==> config.mk <==
export PLATFORM = sky130hd
export DESIGN_NAME = popeye_video
export DESIGN_NICKNAME = d
export VERILOG_FILES = /design/src/design/popeye_pkg.sv /design/src/design/popeye_video.sv /design/src/design/colmix.sv /design/src/design/obj_unit.sv /design/src/design/txt_layer.sv /design/src/design/cpu_port.sv /design/src/design/video_timing.sv
export SDC_FILE = /design/constraint.sdc
export NUM_CORES = 1
export LEC_CHECK = 0
export ABC_CLOCK_PERIOD_IN_PS = 6610
export BUFFER_PORTS_ARGS = -buffer_cell sky130_fd_sc_hd__buf_2
export CAP_MARGIN = 20
export CORE_ASPECT_RATIO = 0.9
export CORE_MARGIN = 4
export CORE_UTILIZATION = 68
export CTS_BUF_LIST = sky130_fd_sc_hd__clkbuf_8
export DETAILED_ROUTE_END_ITERATION = 7
export PLACE_DENSITY = 0.86
export SLEW_MARGIN = 10
export SYNTH_ARGS = -nofsm -noshare
export SYNTH_HDL_FRONTEND = slang
export SYNTH_SLANG_ARGS = --single-unit
==> constraint.sdc <==
create_clock -name clk -period 6.61 [get_ports clk]
set_input_delay 1.322 -clock clk [delete_from_list [all_inputs] [get_ports clk]]
set_output_delay 1.322 -clock clk [all_outputs]
set_load 0.005 [all_outputs]
==> src/design/popeye_pkg.sv <==
// raster constants, position/colour types, cpu target enum and packed bus structs
package popeye_pkg;

    // reduced raster keeps simulation short
    localparam int H_ACTIVE = 32; // visible pixels per line
    localparam int H_TOTAL  = 40; // incl. horizontal blank
    localparam int V_ACTIVE = 24; // visible lines
    localparam int V_TOTAL  = 28; // incl. vertical blank

    localparam int N_OBJ    = 4;  // sprite units
    localparam int CELL     = 8;  // cell and sprite edge in pixels
    localparam int TXT_COLS = 4;  // text map columns
    localparam int TXT_ROWS = 3;  // text map rows

    localparam int HW = 6; // h counter width
    localparam int VW = 5; // v counter width

    typedef logic [HW-1:0] hpos_t;
    typedef logic [VW-1:0] vpos_t;
    typedef logic [3:0]    col_t;  // palette index where 0 is transparent

    // what a cpu write goes to
    typedef enum logic [1:0] {
        TGT_TXT, // text cell colour
        TGT_OBJ, // sprite attribute
        TGT_PAL  // palette entry
    } cpu_tgt_e;

    typedef struct packed {
        cpu_tgt_e    tgt;
        logic [3:0]  addr;
        logic [15:0] data;
    } cpu_bus_t; // 22 bits

    typedef struct packed {
        logic  blank; // outside the active area
        hpos_t h;
        vpos_t v;
    } raster_t; // 12 bits

    typedef struct packed {
        hpos_t x;   // left edge
        vpos_t y;   // top edge
        col_t  col; // 0 hides the sprite
    } obj_attr_t; // 15 bits

    typedef struct packed {
        logic [2:0] r;
        logic [2:0] g;
        logic [2:0] b;
    } rgb_t; // 3/3/3

endpackage
==> src/design/popeye_video.sv <==
// video top level: timing, cpu port, text layer, sprite units and colour mixer
`timescale 1ns/1ns

module popeye_video (
    input  logic                 clk,
    input  logic                 rst,
    input  logic                 cen,       // pixel enable
    input  logic                 cpu_req,
    input  popeye_pkg::cpu_bus_t cpu,
    output logic                 cpu_ack,
    output popeye_pkg::rgb_t     rgb,
    output logic                 blank,
    output logic                 vs         // one cen cycle, pixel (0,0)
);

    popeye_pkg::raster_t                     ras0;    // stage 0
    popeye_pkg::raster_t                     ras1;    // stage 1, lines up with layer colours
    popeye_pkg::col_t                        txt_col;
    popeye_pkg::col_t [popeye_pkg::N_OBJ-1:0] obj_col;

    logic                          txt_we;
    logic [popeye_pkg::N_OBJ-1:0]  obj_we;
    logic                          pal_we;
    logic [3:0]                    wr_addr;
    logic [15:0]                   wr_data;

    video_timing u_timing (
        .clk (clk), .rst (rst), .cen (cen),
        .ras (ras0)
    );

    cpu_port u_cpu (
        .clk     (clk),     .rst     (rst),
        .cpu_req (cpu_req), .cpu     (cpu),     .cpu_ack (cpu_ack),
        .txt_we  (txt_we),  .obj_we  (obj_we),  .pal_we  (pal_we),
        .wr_addr (wr_addr), .wr_data (wr_data)
    );

    txt_layer u_txt (
        .clk  (clk),     .rst  (rst),          .cen (cen),
        .we   (txt_we),  .addr (wr_addr),      .din (wr_data[3:0]),
        .ras  (ras0),    .txt_col (txt_col)
    );

    for (genvar i = 0; i < popeye_pkg::N_OBJ; i++) begin : g_obj
        obj_unit u_obj (
            .clk (clk),       .rst (rst), .cen (cen),
            .we  (obj_we[i]), .din (popeye_pkg::obj_attr_t'(wr_data[14:0])),
            .ras (ras0),      .obj_col (obj_col[i])
        );
    end

    // raster delay to match the registered layer outputs
    always_ff @(posedge clk) begin
        if (rst) begin
            ras1 <= '{blank: 1'b1, default: '0};
        end else if (cen) begin
            ras1 <= ras0;
        end
    end

    colmix u_colmix (
        .clk      (clk),     .rst      (rst),     .cen     (cen),
        .pal_we   (pal_we),  .pal_addr (wr_addr),
        .pal_din  (popeye_pkg::rgb_t'(wr_data[8:0])),
        .ras1     (ras1),    .txt_col  (txt_col), .obj_col (obj_col),
        .rgb      (rgb),     .blank    (blank),   .vs      (vs)
    );

endmodule

==> src/design/colmix.sv <==
// layer priority, palette lookup and rgb/blank/vs output stage
`timescale 1ns/1ns

module colmix (
    input  logic                                          clk,
    input  logic                                          rst,
    input  logic                                          cen,
    input  logic                                          pal_we,
    input  logic [3:0]                                    pal_addr,
    input  popeye_pkg::rgb_t                              pal_din,
    input  popeye_pkg::raster_t                           ras1,    // stage 1 raster
    input  popeye_pkg::col_t                              txt_col,
    input  popeye_pkg::col_t [popeye_pkg::N_OBJ-1:0]      obj_col,
    output popeye_pkg::rgb_t                              rgb,
    output logic                                          blank,
    output logic                                          vs
);

    popeye_pkg::rgb_t pal [16];
    popeye_pkg::col_t obj_sel; // winning sprite colour
    popeye_pkg::col_t pix;     // final palette index

    // walk down so the lowest-numbered sprite is written last and wins
    always_comb begin
        obj_sel = '0;
        for (int i = popeye_pkg::N_OBJ - 1; i >= 0; i--) begin
            if (obj_col[i] != '0)
                obj_sel = obj_col[i];
        end
        pix = (txt_col != '0) ? txt_col : obj_sel; // text on top, else bg = 0
    end

    always_ff @(posedge clk) begin
        if (rst) begin
            for (int i = 0; i < 16; i++)
                pal[i] <= '0;
        end else if (pal_we) begin
            pal[pal_addr] <= pal_din;
        end
    end

    always_ff @(posedge clk) begin
        if (rst) begin
            rgb   <= '0;
            blank <= 1'b1;
            vs    <= 1'b0;
        end else if (cen) begin
            rgb   <= ras1.blank ? '0 : pal[pix];
            blank <= ras1.blank;
            // first active pixel; the blank term keeps the reset value of ras1 out
            vs    <= !ras1.blank && ras1.h == '0 && ras1.v == '0;
        end
    end

endmodule

==> src/design/obj_unit.sv <==
// single sprite: attribute register and coverage test, stage 1
`timescale 1ns/1ns

module obj_unit (
    input  logic                  clk,
    input  logic                  rst,
    input  logic                  cen,
    input  logic                  we,
    input  popeye_pkg::obj_attr_t din,
    input  popeye_pkg::raster_t   ras,
    output popeye_pkg::col_t      obj_col  // 0 when not covering
);

    popeye_pkg::obj_attr_t attr;
    popeye_pkg::hpos_t     dx;
    popeye_pkg::vpos_t     dy;
    logic                  hit;

    always_ff @(posedge clk) begin
        if (rst) begin
            attr <= '0; // col 0, sprite hidden
        end else if (we) begin
            attr <= din;
        end
    end

    // offsets wrap at counter width so left/above the sprite reads as large
    assign dx  = ras.h - attr.x;
    assign dy  = ras.v - attr.y;
    assign hit = dx < popeye_pkg::hpos_t'(popeye_pkg::CELL) &&
                 dy < popeye_pkg::vpos_t'(popeye_pkg::CELL) &&
                 !ras.blank; // clip at active edge

    always_ff @(posedge clk) begin
        if (rst) begin
            obj_col <= '0;
        end else if (cen) begin
            obj_col <= hit ? attr.col : '0;
        end
    end

endmodule

==> src/design/txt_layer.sv <==
// text cell map and per-pixel text colour, stage 1
`timescale 1ns/1ns

module txt_layer (
    input  logic                clk,
    input  logic                rst,
    input  logic                cen,
    input  logic                we,
    input  logic [3:0]          addr,
    input  popeye_pkg::col_t    din,
    input  popeye_pkg::raster_t ras,
    output popeye_pkg::col_t    txt_col
);

    // row-major, row * TXT_COLS + column
    popeye_pkg::col_t cells [popeye_pkg::TXT_COLS * popeye_pkg::TXT_ROWS];
    logic [3:0]       cell_idx;

    always_comb begin
        int row;
        int col;
        row      = int'(ras.v) / popeye_pkg::CELL;
        col      = int'(ras.h) / popeye_pkg::CELL;
        cell_idx = 4'(row * popeye_pkg::TXT_COLS + col); // only valid when active
    end

    // cpu writes, independent of cen
    always_ff @(posedge clk) begin
        if (rst) begin
            for (int i = 0; i < popeye_pkg::TXT_COLS * popeye_pkg::TXT_ROWS; i++)
                cells[i] <= '0;
        end else if (we) begin
            cells[addr] <= din; // range already checked upstream
        end
    end

    always_ff @(posedge clk) begin
        if (rst) begin
            txt_col <= '0;
        end else if (cen) begin
            txt_col <= ras.blank ? '0 : cells[cell_idx];
        end
    end

endmodule

==> src/design/cpu_port.sv <==
// four-phase req/ack write port, decodes target and range into layer strobes
`timescale 1ns/1ns

module cpu_port (
    input  logic                          clk,
    input  logic                          rst,
    input  logic                          cpu_req,
    input  popeye_pkg::cpu_bus_t          cpu,
    output logic                          cpu_ack,
    output logic                          txt_we,
    output logic [popeye_pkg::N_OBJ-1:0]  obj_we,  // one-hot per sprite
    output logic                          pal_we,
    output logic [3:0]                    wr_addr,
    output logic [15:0]                   wr_data
);

    typedef enum logic {
        IDLE, // waiting for req
        ACK   // holding ack until req drops
    } state_e;

    state_e state;
    logic   fire; // the one cycle that writes

    always_ff @(posedge clk) begin
        if (rst) begin
            state <= IDLE;
        end else begin
            case (state)
                IDLE:    if (cpu_req) state <= ACK;
                ACK:     if (!cpu_req) state <= IDLE; // phase 3
                default: state <= IDLE;
            endcase
        end
    end

    assign cpu_ack = state == ACK;
    assign fire    = state == IDLE && cpu_req;

    // out-of-range writes still get acked, they just never strobe
    always_comb begin
        txt_we = fire && cpu.tgt == popeye_pkg::TGT_TXT &&
                 cpu.addr < 4'(popeye_pkg::TXT_COLS * popeye_pkg::TXT_ROWS);
        pal_we = fire && cpu.tgt == popeye_pkg::TGT_PAL; // all 16 entries exist
        for (int i = 0; i < popeye_pkg::N_OBJ; i++) begin
            obj_we[i] = fire && cpu.tgt == popeye_pkg::TGT_OBJ && cpu.addr == 4'(i);
        end
    end

    // bus is stable while req is high
    assign wr_addr = cpu.addr;
    assign wr_data = cpu.data;

endmodule

==> src/design/video_timing.sv <==
// raster counters with blanking, pacing the whole pixel pipeline
`timescale 1ns/1ns

module video_timing (
    input  logic                clk,
    input  logic                rst,
    input  logic                cen,
    output popeye_pkg::raster_t ras
);

    popeye_pkg::hpos_t h_cnt;
    popeye_pkg::vpos_t v_cnt;
    logic              h_last; // end of line
    logic              v_last; // end of frame
    logic              blank;

    assign h_last = h_cnt == popeye_pkg::hpos_t'(popeye_pkg::H_TOTAL - 1);
    assign v_last = v_cnt == popeye_pkg::vpos_t'(popeye_pkg::V_TOTAL - 1);

    always_ff @(posedge clk) begin
        if (rst) begin
            h_cnt <= '0;
            v_cnt <= '0;
        end else if (cen) begin
            if (h_last) begin
                h_cnt <= '0;
                // v only moves at the line wrap
                v_cnt <= v_last ? '0 : v_cnt + 1'b1;
            end else begin
                h_cnt <= h_cnt + 1'b1;
            end
        end
    end

    // hblank or vblank
    assign blank = (h_cnt >= popeye_pkg::hpos_t'(popeye_pkg::H_ACTIVE)) ||
                   (v_cnt >= popeye_pkg::vpos_t'(popeye_pkg::V_ACTIVE));

    assign ras = '{blank: blank, h: h_cnt, v: v_cnt}; // stage 0

endmodule

# After elaboration in Yosys (flattened, before gate mapping)
# Memories as Yosys holds them, arrays and structs flattened.
# Cells that the tools add are included.
dict set report totals {
  n_memories 2
  in_bits 26
  out_inout_bits 12
  regBits 115
  wordCells 122
  mem_bits_rw 192
}
dict set report op_classes {
  bitwise_logic 1
  n_lt_le_gt_ge 11
  n_reduce_logical 34
  n_eq_ne 7
  muxes 28
  n_addsub 11
}
# name words word_bits read_ports rd_clocked_by_memory_dff write_ports line
set memory_table {}
lappend memory_table {u_colmix.pal 16 9 1 0 16 colmix.sv:19} ;# popeye_pkg::rgb_t pal [16];
lappend memory_table {u_txt.cells 12 4 1 0 12 txt_layer.sv:16} ;# popeye_pkg::col_t cells [popeye_pkg::TXT_COLS * popeye_pkg::TXT_ROWS];
# operator count
set op_table {}
lappend op_table {{$mux 4} 13}
lappend op_table {{$lt 6x4->1 const B} 4}
lappend op_table {{$sub 6x6->6} 4}
lappend op_table {{$lt 5x4->1 const B} 4}
lappend op_table {{$reduce_bool 4->1} 5}
lappend op_table {{$sub 5x5->5} 4}
lappend op_table {{$logic_and 1x1->1} 19}
lappend op_table {{$mux 9} 2}
lappend op_table {{$mux 1} 11}
lappend op_table {{$reduce_or 9->1} 1}
lappend op_table {{$eq 4x2->1 const B} 2}
lappend op_table {{$add 6x1->6 const B} 1}
lappend op_table {{$eq 6x6->1 const B} 1}
lappend op_table {{$ge 6x6->1 const B} 1}
lappend op_table {{$logic_not 6->1} 1}
lappend op_table {{$mux 6} 1}
lappend op_table {{$add 5x1->5 const B} 1}
lappend op_table {{$eq 5x5->1 const B} 1}
lappend op_table {{$ge 5x5->1 const B} 1}
lappend op_table {{$logic_not 5->1} 1}
lappend op_table {{$mux 5} 1}
lappend op_table {{$add 4x3->4} 1}
lappend op_table {{$eq 4x1->1 const B} 1}
lappend op_table {{$logic_not 4->1} 1}
lappend op_table {{other kinds (9)} 10}

# Longest topological paths before layout
# Gate-level depths: netlist of the first run.
dict set report logic_depth {
  depth_word 9
  ltp_mapped 10
  mapped_depth_nobuf 9
}

# Hierarchy
# From an unflattened synthesis of the first run, not the netlist that was laid out.
dict set report hier_totals {
  cells_unflattened 1360
  area_unflattened_um2 15633.7
}
# mod seq_area_each_um2 instances area_each_um2 cells_per_inst
set modules_own_cells {}
lappend modules_own_cells {colmix 4544.4 1 7365.8 582}
lappend modules_own_cells {txt_layer 2001.9 1 3210.6 230}
lappend modules_own_cells {{obj_unit (g_obj[0].u_obj ...)} 380.4 2 955.9 103}
lappend modules_own_cells {{obj_unit (g_obj[2].u_obj ...)} 380.4 2 945.9 104}
lappend modules_own_cells {video_timing 220.2 1 578.1 64}
lappend modules_own_cells {popeye_video 240.2 1 422.9 38}
lappend modules_own_cells {cpu_port 20.0 1 252.7 32}

# Worst setup path after synthesis of the first run
# No wires, ideal clock.
dict set report synth_timing {
  path_kind {input to register}
  start {in rst}
  end {mem u_colmix.pal[12][0] (netlist bit), enable pin}
  path_slack_ps 3245
  t_required_ps 6297
  arrival_time_ps 3053
  path_buffers 1
  stages 7
  setup_ps 313
  path_cell_list {clkbuf_1 nor2b_1 nor3b_1 and2_1 nand3_1 nor3_1 or2_2}
}
# element line
set synth_rtl {}
lappend synth_rtl {{start: declaration} popeye_video.sv:6} ;# input logic rst,
lappend synth_rtl {{end: declaration} colmix.sv:19}

==> flow_summary_export.csv, run 1 <==
group,metric,value,unit
timing,timing.final.crit_share,62.62,%
die,start_util,69.84,%
timing,relSlewSlack,25.78,%
finish,drive_above_1_share,13.20,%
min_path,hold_class,"flop to flop",
power,power_density,243.9,nW/um2
clock_tree,cts_buffers,50,
clock_tree,root_buffer,"clkbuf_8",
clock_tree,clk_latency,0.57,ns
die,rows,51,
synthesis,synth_compound_area_share,9.004,%
setup_path,start_kind,"primary input",
die,die_h,150.2,um
synthesis,synth_xor_area_share,0.8595,%
timing,finalCriticalPeriod,4.139,ns
global_routing,track_usage,27.20,%
finish,syn_to_final_growth,8.914,%
min_path,hp-start,"g_obj[0].u_obj.attr[6]$_SDFFE_PP0P_",
synthesis,async_flop_share,0,%
setup_path,cp.required,6.83,ns
timing,clock_skew,0.03212,ns
die,fp.dieW,166.0,um
clock_tree,ctsHoldBuffers,0,
synthesis,synth_top_family_by_area,"simple AND/OR/NAND/NOR gates",
detailed_routing,dr.pass1.iters,5,
clock_tree,cts_resized,0,
synthesis,synth-edff-count,208,
synthesis,yosys_register_bits,323,
run_status,status,"finished clean",
finish,fin_nets,1403,
synthesis,synth_simple_gate_area_share,17.61,%
setup_path,criticalPathCategory,"primary input to flop",
synthesis,synth_cells,1309,
power,ir_worst_vdd,0.0001568,V
timing,finalSetupTns,0,ns
synthesis,netlist_area,15290,um2
global_routing,antenna_found_initial,0,
synthesis,yosysWarnings,0,
setup_path,path_cells,"buf_4, nor2b_1, nor3b_1, and2_1, nand3_1, nor3_1, or2_2",
finish,n_antenna_cell,0,
detailed_routing,avgRoutedWirePerCell,20.33,um
setup_path,reg2reg_from,"u_cpu.cpu_ack$_SDFF_PP0_",
global_routing,use_met2,44.08,%
synthesis,synthFlopType,"edfxtp_1",
synthesis,synthMuxAreaShare,10.42,%
timing,worst_pin_slew,1.103,ns
synthesis,syn_area_per_cell,11.68,um2
global_routing,overflow,0,
setup_path,crit_slowest_cell,"nor3_1",
placed_design,place_congestion,0.9138,
global_routing,grt_pass1_wl,53.48,mm
detailed_routing,vias,10187,
clock_tree,cts_setup_buffers,0,
synthesis,ys_seq_area_share,55.92,%
setup_path,worstPathArrival,4.36,ns
power,totalPowerFinal,4.061,mW
clock_tree,cts_sinks,323,
clock_tree,htree_levels,2,
placed_design,io_buffers,36,
die,die-area,24950,um2
global_routing,first_global_vias,10052,
timing,slew_viol_final,0,
timing,grt_setup_unrepaired,"no",
placed_design,dp.cells,1580,
clock_tree,cts_tree,"built",
global_routing,grt_max_degree,73,
detailed_routing,drtAntennaViolNets,0,
placed_design,hpwl,21.92,mm
detailed_routing,drc_errors,0,
setup_path,worstSetupEndpointType,"flop",
finish,instances_no_fill,1677,
detailed_routing,vias_per_cell,6.075,
global_routing,grt-busiest-layer,"met2",
timing,fmax,241.6,MHz
die,fp.coreArea,21890,um2
setup_path,cp-startpoint,"rst",
die,pin_count,38,
timing,setup_violations,0,
placed_design,placedInstanceArea,15610,um2
clock_tree,clockBufferDepth,3,
setup_path,critPathMaxStageDelay,0.80,ns
detailed_routing,drt_wl_total,34.09,mm
synthesis,synth_fa_ha_area_share,2.701,%
setup_path,cp_max_fo,54,
synthesis,ys_types,61,
job,cap_violations,0,
detailed_routing,drtIter0Drc,851,
power,power_leakage,6.647,nW
global_routing,met3_usage,5.041,%
clock_tree,clkTransAtPathRegs,0.06,ns
finish,fin_area,16650,um2
global_routing,grt_util_met1,37.37,%
timing,hold_viol_final,0,
## placed cells by master, fill, tap and decap left out, types with 9 or more instances in the layout
| master | Yosys | final |
|---|---|---|
| a21o_1 | 33 | 33 |
| mux4_2 | 20 | 20 |
| and3_1 | 20 | 20 |
| mux2i_1 | 113 | 113 |
| edfxtp_1 | 208 | 208 |
| a221oi_2 | 9 | 9 |
| nor3_1 | 19 | 18 |
| buf_2 | 3 | 36 |
| or2_2 | 25 | 25 |
| a32o_1 | 9 | 9 |
| a22o_1 | 22 | 22 |
| conb_1 | 1 | 16 |
| a21oi_1 | 52 | 52 |
| inv_1 | 49 | 68 |
| ha_1 | 33 | 33 |
| nand2b_1 | 20 | 20 |
| and2_1 | 176 | 176 |
| nand2_1 | 53 | 53 |
| nor2_1 | 103 | 103 |
| o211ai_1 | 11 | 11 |
| o21ai_0 | 25 | 25 |
| clkbuf_8 | 0 | 61 |
| dfxtp_1 | 115 | 115 |
| o21ai_1 | 10 | 10 |
## per-layer routing
layer  up-vias  wire, um
met5         -         0
met4         0      1122
met3        88      2915
met2       456     15930
met1      4885     14130
li1       4758         -
## power by group
part           total, mW  leakage (nW)  switching, mW  internal, mW
logic              0.226          2.91          0.155        0.0705
registers           2.21          3.15         0.0197          2.19
clock network       1.63         0.589          0.751         0.876
## flip-flops by register name, summed over array words and instances (netlist names)
| signal | count |
|---|---|
| u_colmix.pal | 144 |
| u_txt.cells | 64 |
| g_obj.u_obj.attr | 60 |
| g_obj.u_obj.obj_col | 16 |
| ras1 | 12 |
| u_colmix.rgb | 9 |
| u_timing.h_cnt | 6 |
| u_timing.v_cnt | 5 |
| u_txt.txt_col | 4 |
| u_colmix.blank | 1 |
| u_colmix.vs | 1 |
| u_cpu.cpu_ack | 1 |
## path summary, 6_finish.rpt
kind                            slack (ns)                                  end  cells after the start
worst min-delay path                  0.46  g_obj[0].u_obj.attr[6]$_SDFFE_PP0P_                      2
worst max-delay path                  2.47    u_colmix.pal[12][5]$_SDFFCE_PN0P_                      7
worst max register to register        3.38    u_colmix.pal[12][5]$_SDFFCE_PN0P_                      5
worst min register to register        0.46  g_obj[0].u_obj.attr[6]$_SDFFE_PP0P_                      2
## logic make-up after synthesis
logic type | count (synthesis)
buffers and inverters | 127
flip-flops | 323
AO/OA/AOI/OAI | 195
adder cells (fa/ha/maj) | 33
other | 1
AND/OR/NAND/NOR | 481
multiplexers | 134
XOR/XNOR | 15
## per-stage QoR
stage / utilization [%] / setup WS (ns) / hold slack (ns)
6_report: 76.06 / 2.471 / 0.4557
5_1_grt: 76.06 / 2.191 / 0.4795
4_1_cts: 75.92 / 2.587 / 0.4564
2_1_floorplan: - / 3.245 / 0.4363
3_5_place_dp: 71.32 / 2.078 / 0.4472
3_3_place_gp: 71.32 / 2.307 / 0.4425
## cell usage after synthesis (all sizes together) (8+ instances only)
library cell / number / area [um2]
a221oi: 9 / 135.1
xnor2: 8 / 70.07
clkbuf: 62 / 232.7
nand3b: 8 / 60.06
nand2b: 20 / 125.1
mux2i: 113 / 1131
a22o: 22 / 192.7
mux4: 20 / 450.4
nand4: 8 / 50.05
ha: 33 / 412.9
a21o: 34 / 256.5
dfxtp: 115 / 2302
buf: 15 / 108.8
and3: 20 / 125.1
inv: 50 / 187.7
edfxtp: 208 / 6246
nor3: 20 / 105.1
nor2: 103 / 386.6
or2: 26 / 162.7
nor2b: 8 / 50.05
o211ai: 11 / 82.58
nand2: 53 / 198.9
o21ai: 37 / 192.7
a32o: 9 / 90.09
and2: 176 / 1101
a21oi: 52 / 260.3
## area by class of cell
type | count | area, um2
sequential | 323 | 8548
multi-input combinational | 874 | 6287
fill | 1418 | 5239
clock buffer | 61 | 839.6
tap | 291 | 364.1
timing repair buffer | 45 | 255.2
inverter | 50 | 187.7
clock inverter | 33 | 166.4
## worst max-delay path: cells and delay by family
family | cells | cell delay [ns]
simple gates | 6 | 2.73
buf+inv | 1 | 0.29
(Power assumes the default switching activity.)
==> run 2, diff against run 1 <==
--- a/config.mk
+++ b/config.mk
@@ -5,15 +5,15 @@
 export SDC_FILE = /design/constraint.sdc
 export NUM_CORES = 1
 export LEC_CHECK = 0
-export ABC_CLOCK_PERIOD_IN_PS = 6610
+export ABC_CLOCK_PERIOD_IN_PS = 3600
 export BUFFER_PORTS_ARGS = -buffer_cell sky130_fd_sc_hd__buf_2
 export CAP_MARGIN = 20
 export CORE_ASPECT_RATIO = 0.9
 export CORE_MARGIN = 4
-export CORE_UTILIZATION = 68
+export CORE_UTILIZATION = 59
 export CTS_BUF_LIST = sky130_fd_sc_hd__clkbuf_8
 export DETAILED_ROUTE_END_ITERATION = 7
-export PLACE_DENSITY = 0.86
+export PLACE_DENSITY = 0.79
 export SLEW_MARGIN = 10
 export SYNTH_ARGS = -nofsm -noshare
 export SYNTH_HDL_FRONTEND = slang
==> constraint.sdc (replaced) <==
create_clock -name clk -period 3.6 [get_ports clk]
set_input_delay 0.72 -clock clk [delete_from_list [all_inputs] [get_ports clk]]
set_output_delay 0.72 -clock clk [all_outputs]
set_load 0.005 [all_outputs]
==> run 2 against run 1 <==
Clock power up 96%. Critical path depth up 1. Critical path type is now flop to flop. Sequential share of layout area down 0.99 points. Power up 89%. Largest power group unchanged. Sequential power up 83%. Clock-buffer cell count up 5. Cell count up 4.4%. Global-route usage down 3.0 points. Combinational power up 85%. Utilization down 9.0 points. Design area up 2.0%. Worst hold slack worse by 0.10 ns.
==> flow_summary_export.csv, run 2 (synthesis results as in run 1) <==
group,metric,value,unit
detailed_routing,vias_per_cell,5.793,
finish,largest_reg_flops,144,
setup_path,cp_max_fo,72,
clock_tree,cts_resized,0,
timing,setup_violations,0,
clock_tree,clkTransAtPathRegs,0.06,ns
clock_tree,root_buffer,"clkbuf_8",
min_path,hold_class,"primary input to flop",
clock_tree,ctsHoldBuffers,0,
detailed_routing,drtIter0Drc,933,
clock_tree,htree_levels,2,
global_routing,grt_max_degree,125,
finish,final_cell_mix,"edfxtp_1, and2_1, dfxtp_1",
power,seq_power_share,52.9,%
detailed_routing,vias,10143,
detailed_routing,drtAntennaViolNets,0,
die,fp.dieW,177.7,um
power,switchingPower,1.722,mW
die,start_util,60.36,%
placed_design,io_buffers,36,
timing,fmax,356.9,MHz
timing,worst_slack,0.7978,ns
timing,timing.final.crit_share,77.84,%
global_routing,track_usage,24.24,%
global_routing,overflow,0,
placed_design,post-place-ws,0.6830,ns
run_status,status,"finished clean",
timing,grt_setup_unrepaired,"no",
timing,worst_pin_slew,0.9328,ns
power,power_density,451.6,nW/um2
timing,finalSetupTns,0,ns
job,cap_violations,0,
finish,syn_to_final_growth,11.05,%
clock_tree,clockBufferDepth,3,
placed_design,place_congestion,0.8337,
clock_tree,cts_setup_buffers,0,
die,pin_count,38,
power,ir_worst_vdd,0.0003417,V
timing,slew_viol_final,0,
timing,finalCriticalPeriod,2.802,ns
power,intPower,5.945,mW
setup_path,cp.required,4.13,ns
power,combPwrFrac,5.4,%
die,rows,55,
global_routing,first_global_vias,10275,
global_routing,grt_pass1_wl,54.61,mm
detailed_routing,drt_wl_total,33.74,mm
setup_path,criticalPathCategory,"flop to flop",
power,switching_share,22.46,%
finish,fin_nets,1424,
clock_tree,clk_latency,0.59,ns
finish,top_register,"u_colmix.pal",
power,clkPwrFrac,41.7,%
finish,reg.largest.list,"u_colmix.pal x144, u_txt.cells x64, g_obj.u_obj.attr x60",
detailed_routing,drc_errors,0,
timing,relSlewSlack,37.66,%
die,die_h,160.7,um
power,power_leakage,6.805,nW
finish,mostFrequentLayoutCell,"edfxtp_1",
timing,hold_viol_final,0,
global_routing,antenna_found_initial,1,
timing,clock_skew,0.03523,ns
detailed_routing,avgRoutedWirePerCell,19.27,um
detailed_routing,dr.pass1.iters,5,
setup_path,start_kind,"flop",
setup_path,worstSetupEndpointType,"flop",
placed_design,hpwl,21.65,mm
setup_path,worstPathArrival,3.33,ns
finish,drive_above_1_share,14.70,%
clock_tree,cts_tree,"built",
die,fp.coreArea,25320,um2
clock_tree,cts_sinks,323,
die,die-area,28550,um2
clock_tree,cts_buffers,51,
==> run 2: changes by cell type in the layout (fill, tap and decap cells not counted), sizes merged <==
cell | before | now
clkinv | 12 | 6
buf | 44 | 65
diode | 0 | 1
clkbuf | 62 | 66
bufinv | 1 | 2
inv | 69 | 71
==> run 2: final timing paths <==
kind / start / end / slack, ns / cells after the start
setup reg to reg: u_txt.txt_col[0]$_SDFFE_PP0P_ / u_colmix.rgb[1]$_SDFFE_PP0P_ / 0.80 / 8
setup / recovery: u_txt.txt_col[0]$_SDFFE_PP0P_ / u_colmix.rgb[1]$_SDFFE_PP0P_ / 0.80 / 8
hold / removal: rst / u_cpu.cpu_ack$_SDFF_PP0_ / 0.35 / 2
hold reg to reg: g_obj[3].u_obj.attr[0]$_SDFFE_PP0P_ / g_obj[3].u_obj.obj_col[0]$_SDFFE_PP0P_ / 0.44 / 1
==> run 2: worst max-delay path, stage by stage (launching register included) <==
cell and delay, ns:
dfxtp_1 0.37, nor4_4 0.45, a21o_2 0.31, o21bai_4 0.16
buf_12 0.39, mux2i_1 0.18, a22o_1 0.28, a221oi_2 0.32
a32o_1 0.24
==> run 2: routing by layer <==
metal,up-vias,track usage [%],share of wire [%],wire length [um]
met5,-,0,0,0
met4,0,8.787,2.8,949
met3,82,4.095,5.8,1959
met2,298,39.05,49,16510
met1,4953,33.44,42,14320
li1,4810,-,-,-
==> run 2: final cells by class <==
class                           instances  area (um2)
Fill cell                            1935        8349
Antenna cell                            1       2.502
Inverter                               50       187.7
Clock inverter                         30       180.2
Clock buffer                           66       908.4
Sequential cell                       323        8548
Tap cell                              342       427.9
Timing Repair Buffer                   65       437.9
Multi-Input combinational cell        874        6282
==> run 2: stage by stage <==
stage                     instance area (um2)  utilization, %  instances  hold WS, ns  total power, mW
final                                   16980           67.03       1751       0.3518            7.667
after global routing                    16980           67.03       1751       0.3234            7.956
after CTS                               16970           67.02       1750       0.3253            7.714
after detailed placement                15880           62.72       1654       0.4469            4.547
after global placement                  15880           62.72       1654       0.4425            4.531
after floorplan                         15340               -       1324       0.4363            4.395
==> run 2: power groups by stage <==
| stage | sequential, mW | combinational [mW] | clock, mW |
|---|---|---|---|
| final | 4.05 | 0.417 | 3.20 |
| after global routing | 4.06 | 0.453 | 3.44 |
| after CTS | 4.06 | 0.415 | 3.24 |
| after detailed placement | 4.13 | 0.414 | 0 |
| after global placement | 4.13 | 0.403 | 0 |
| after floorplan | 4.12 | 0.277 | 0 |
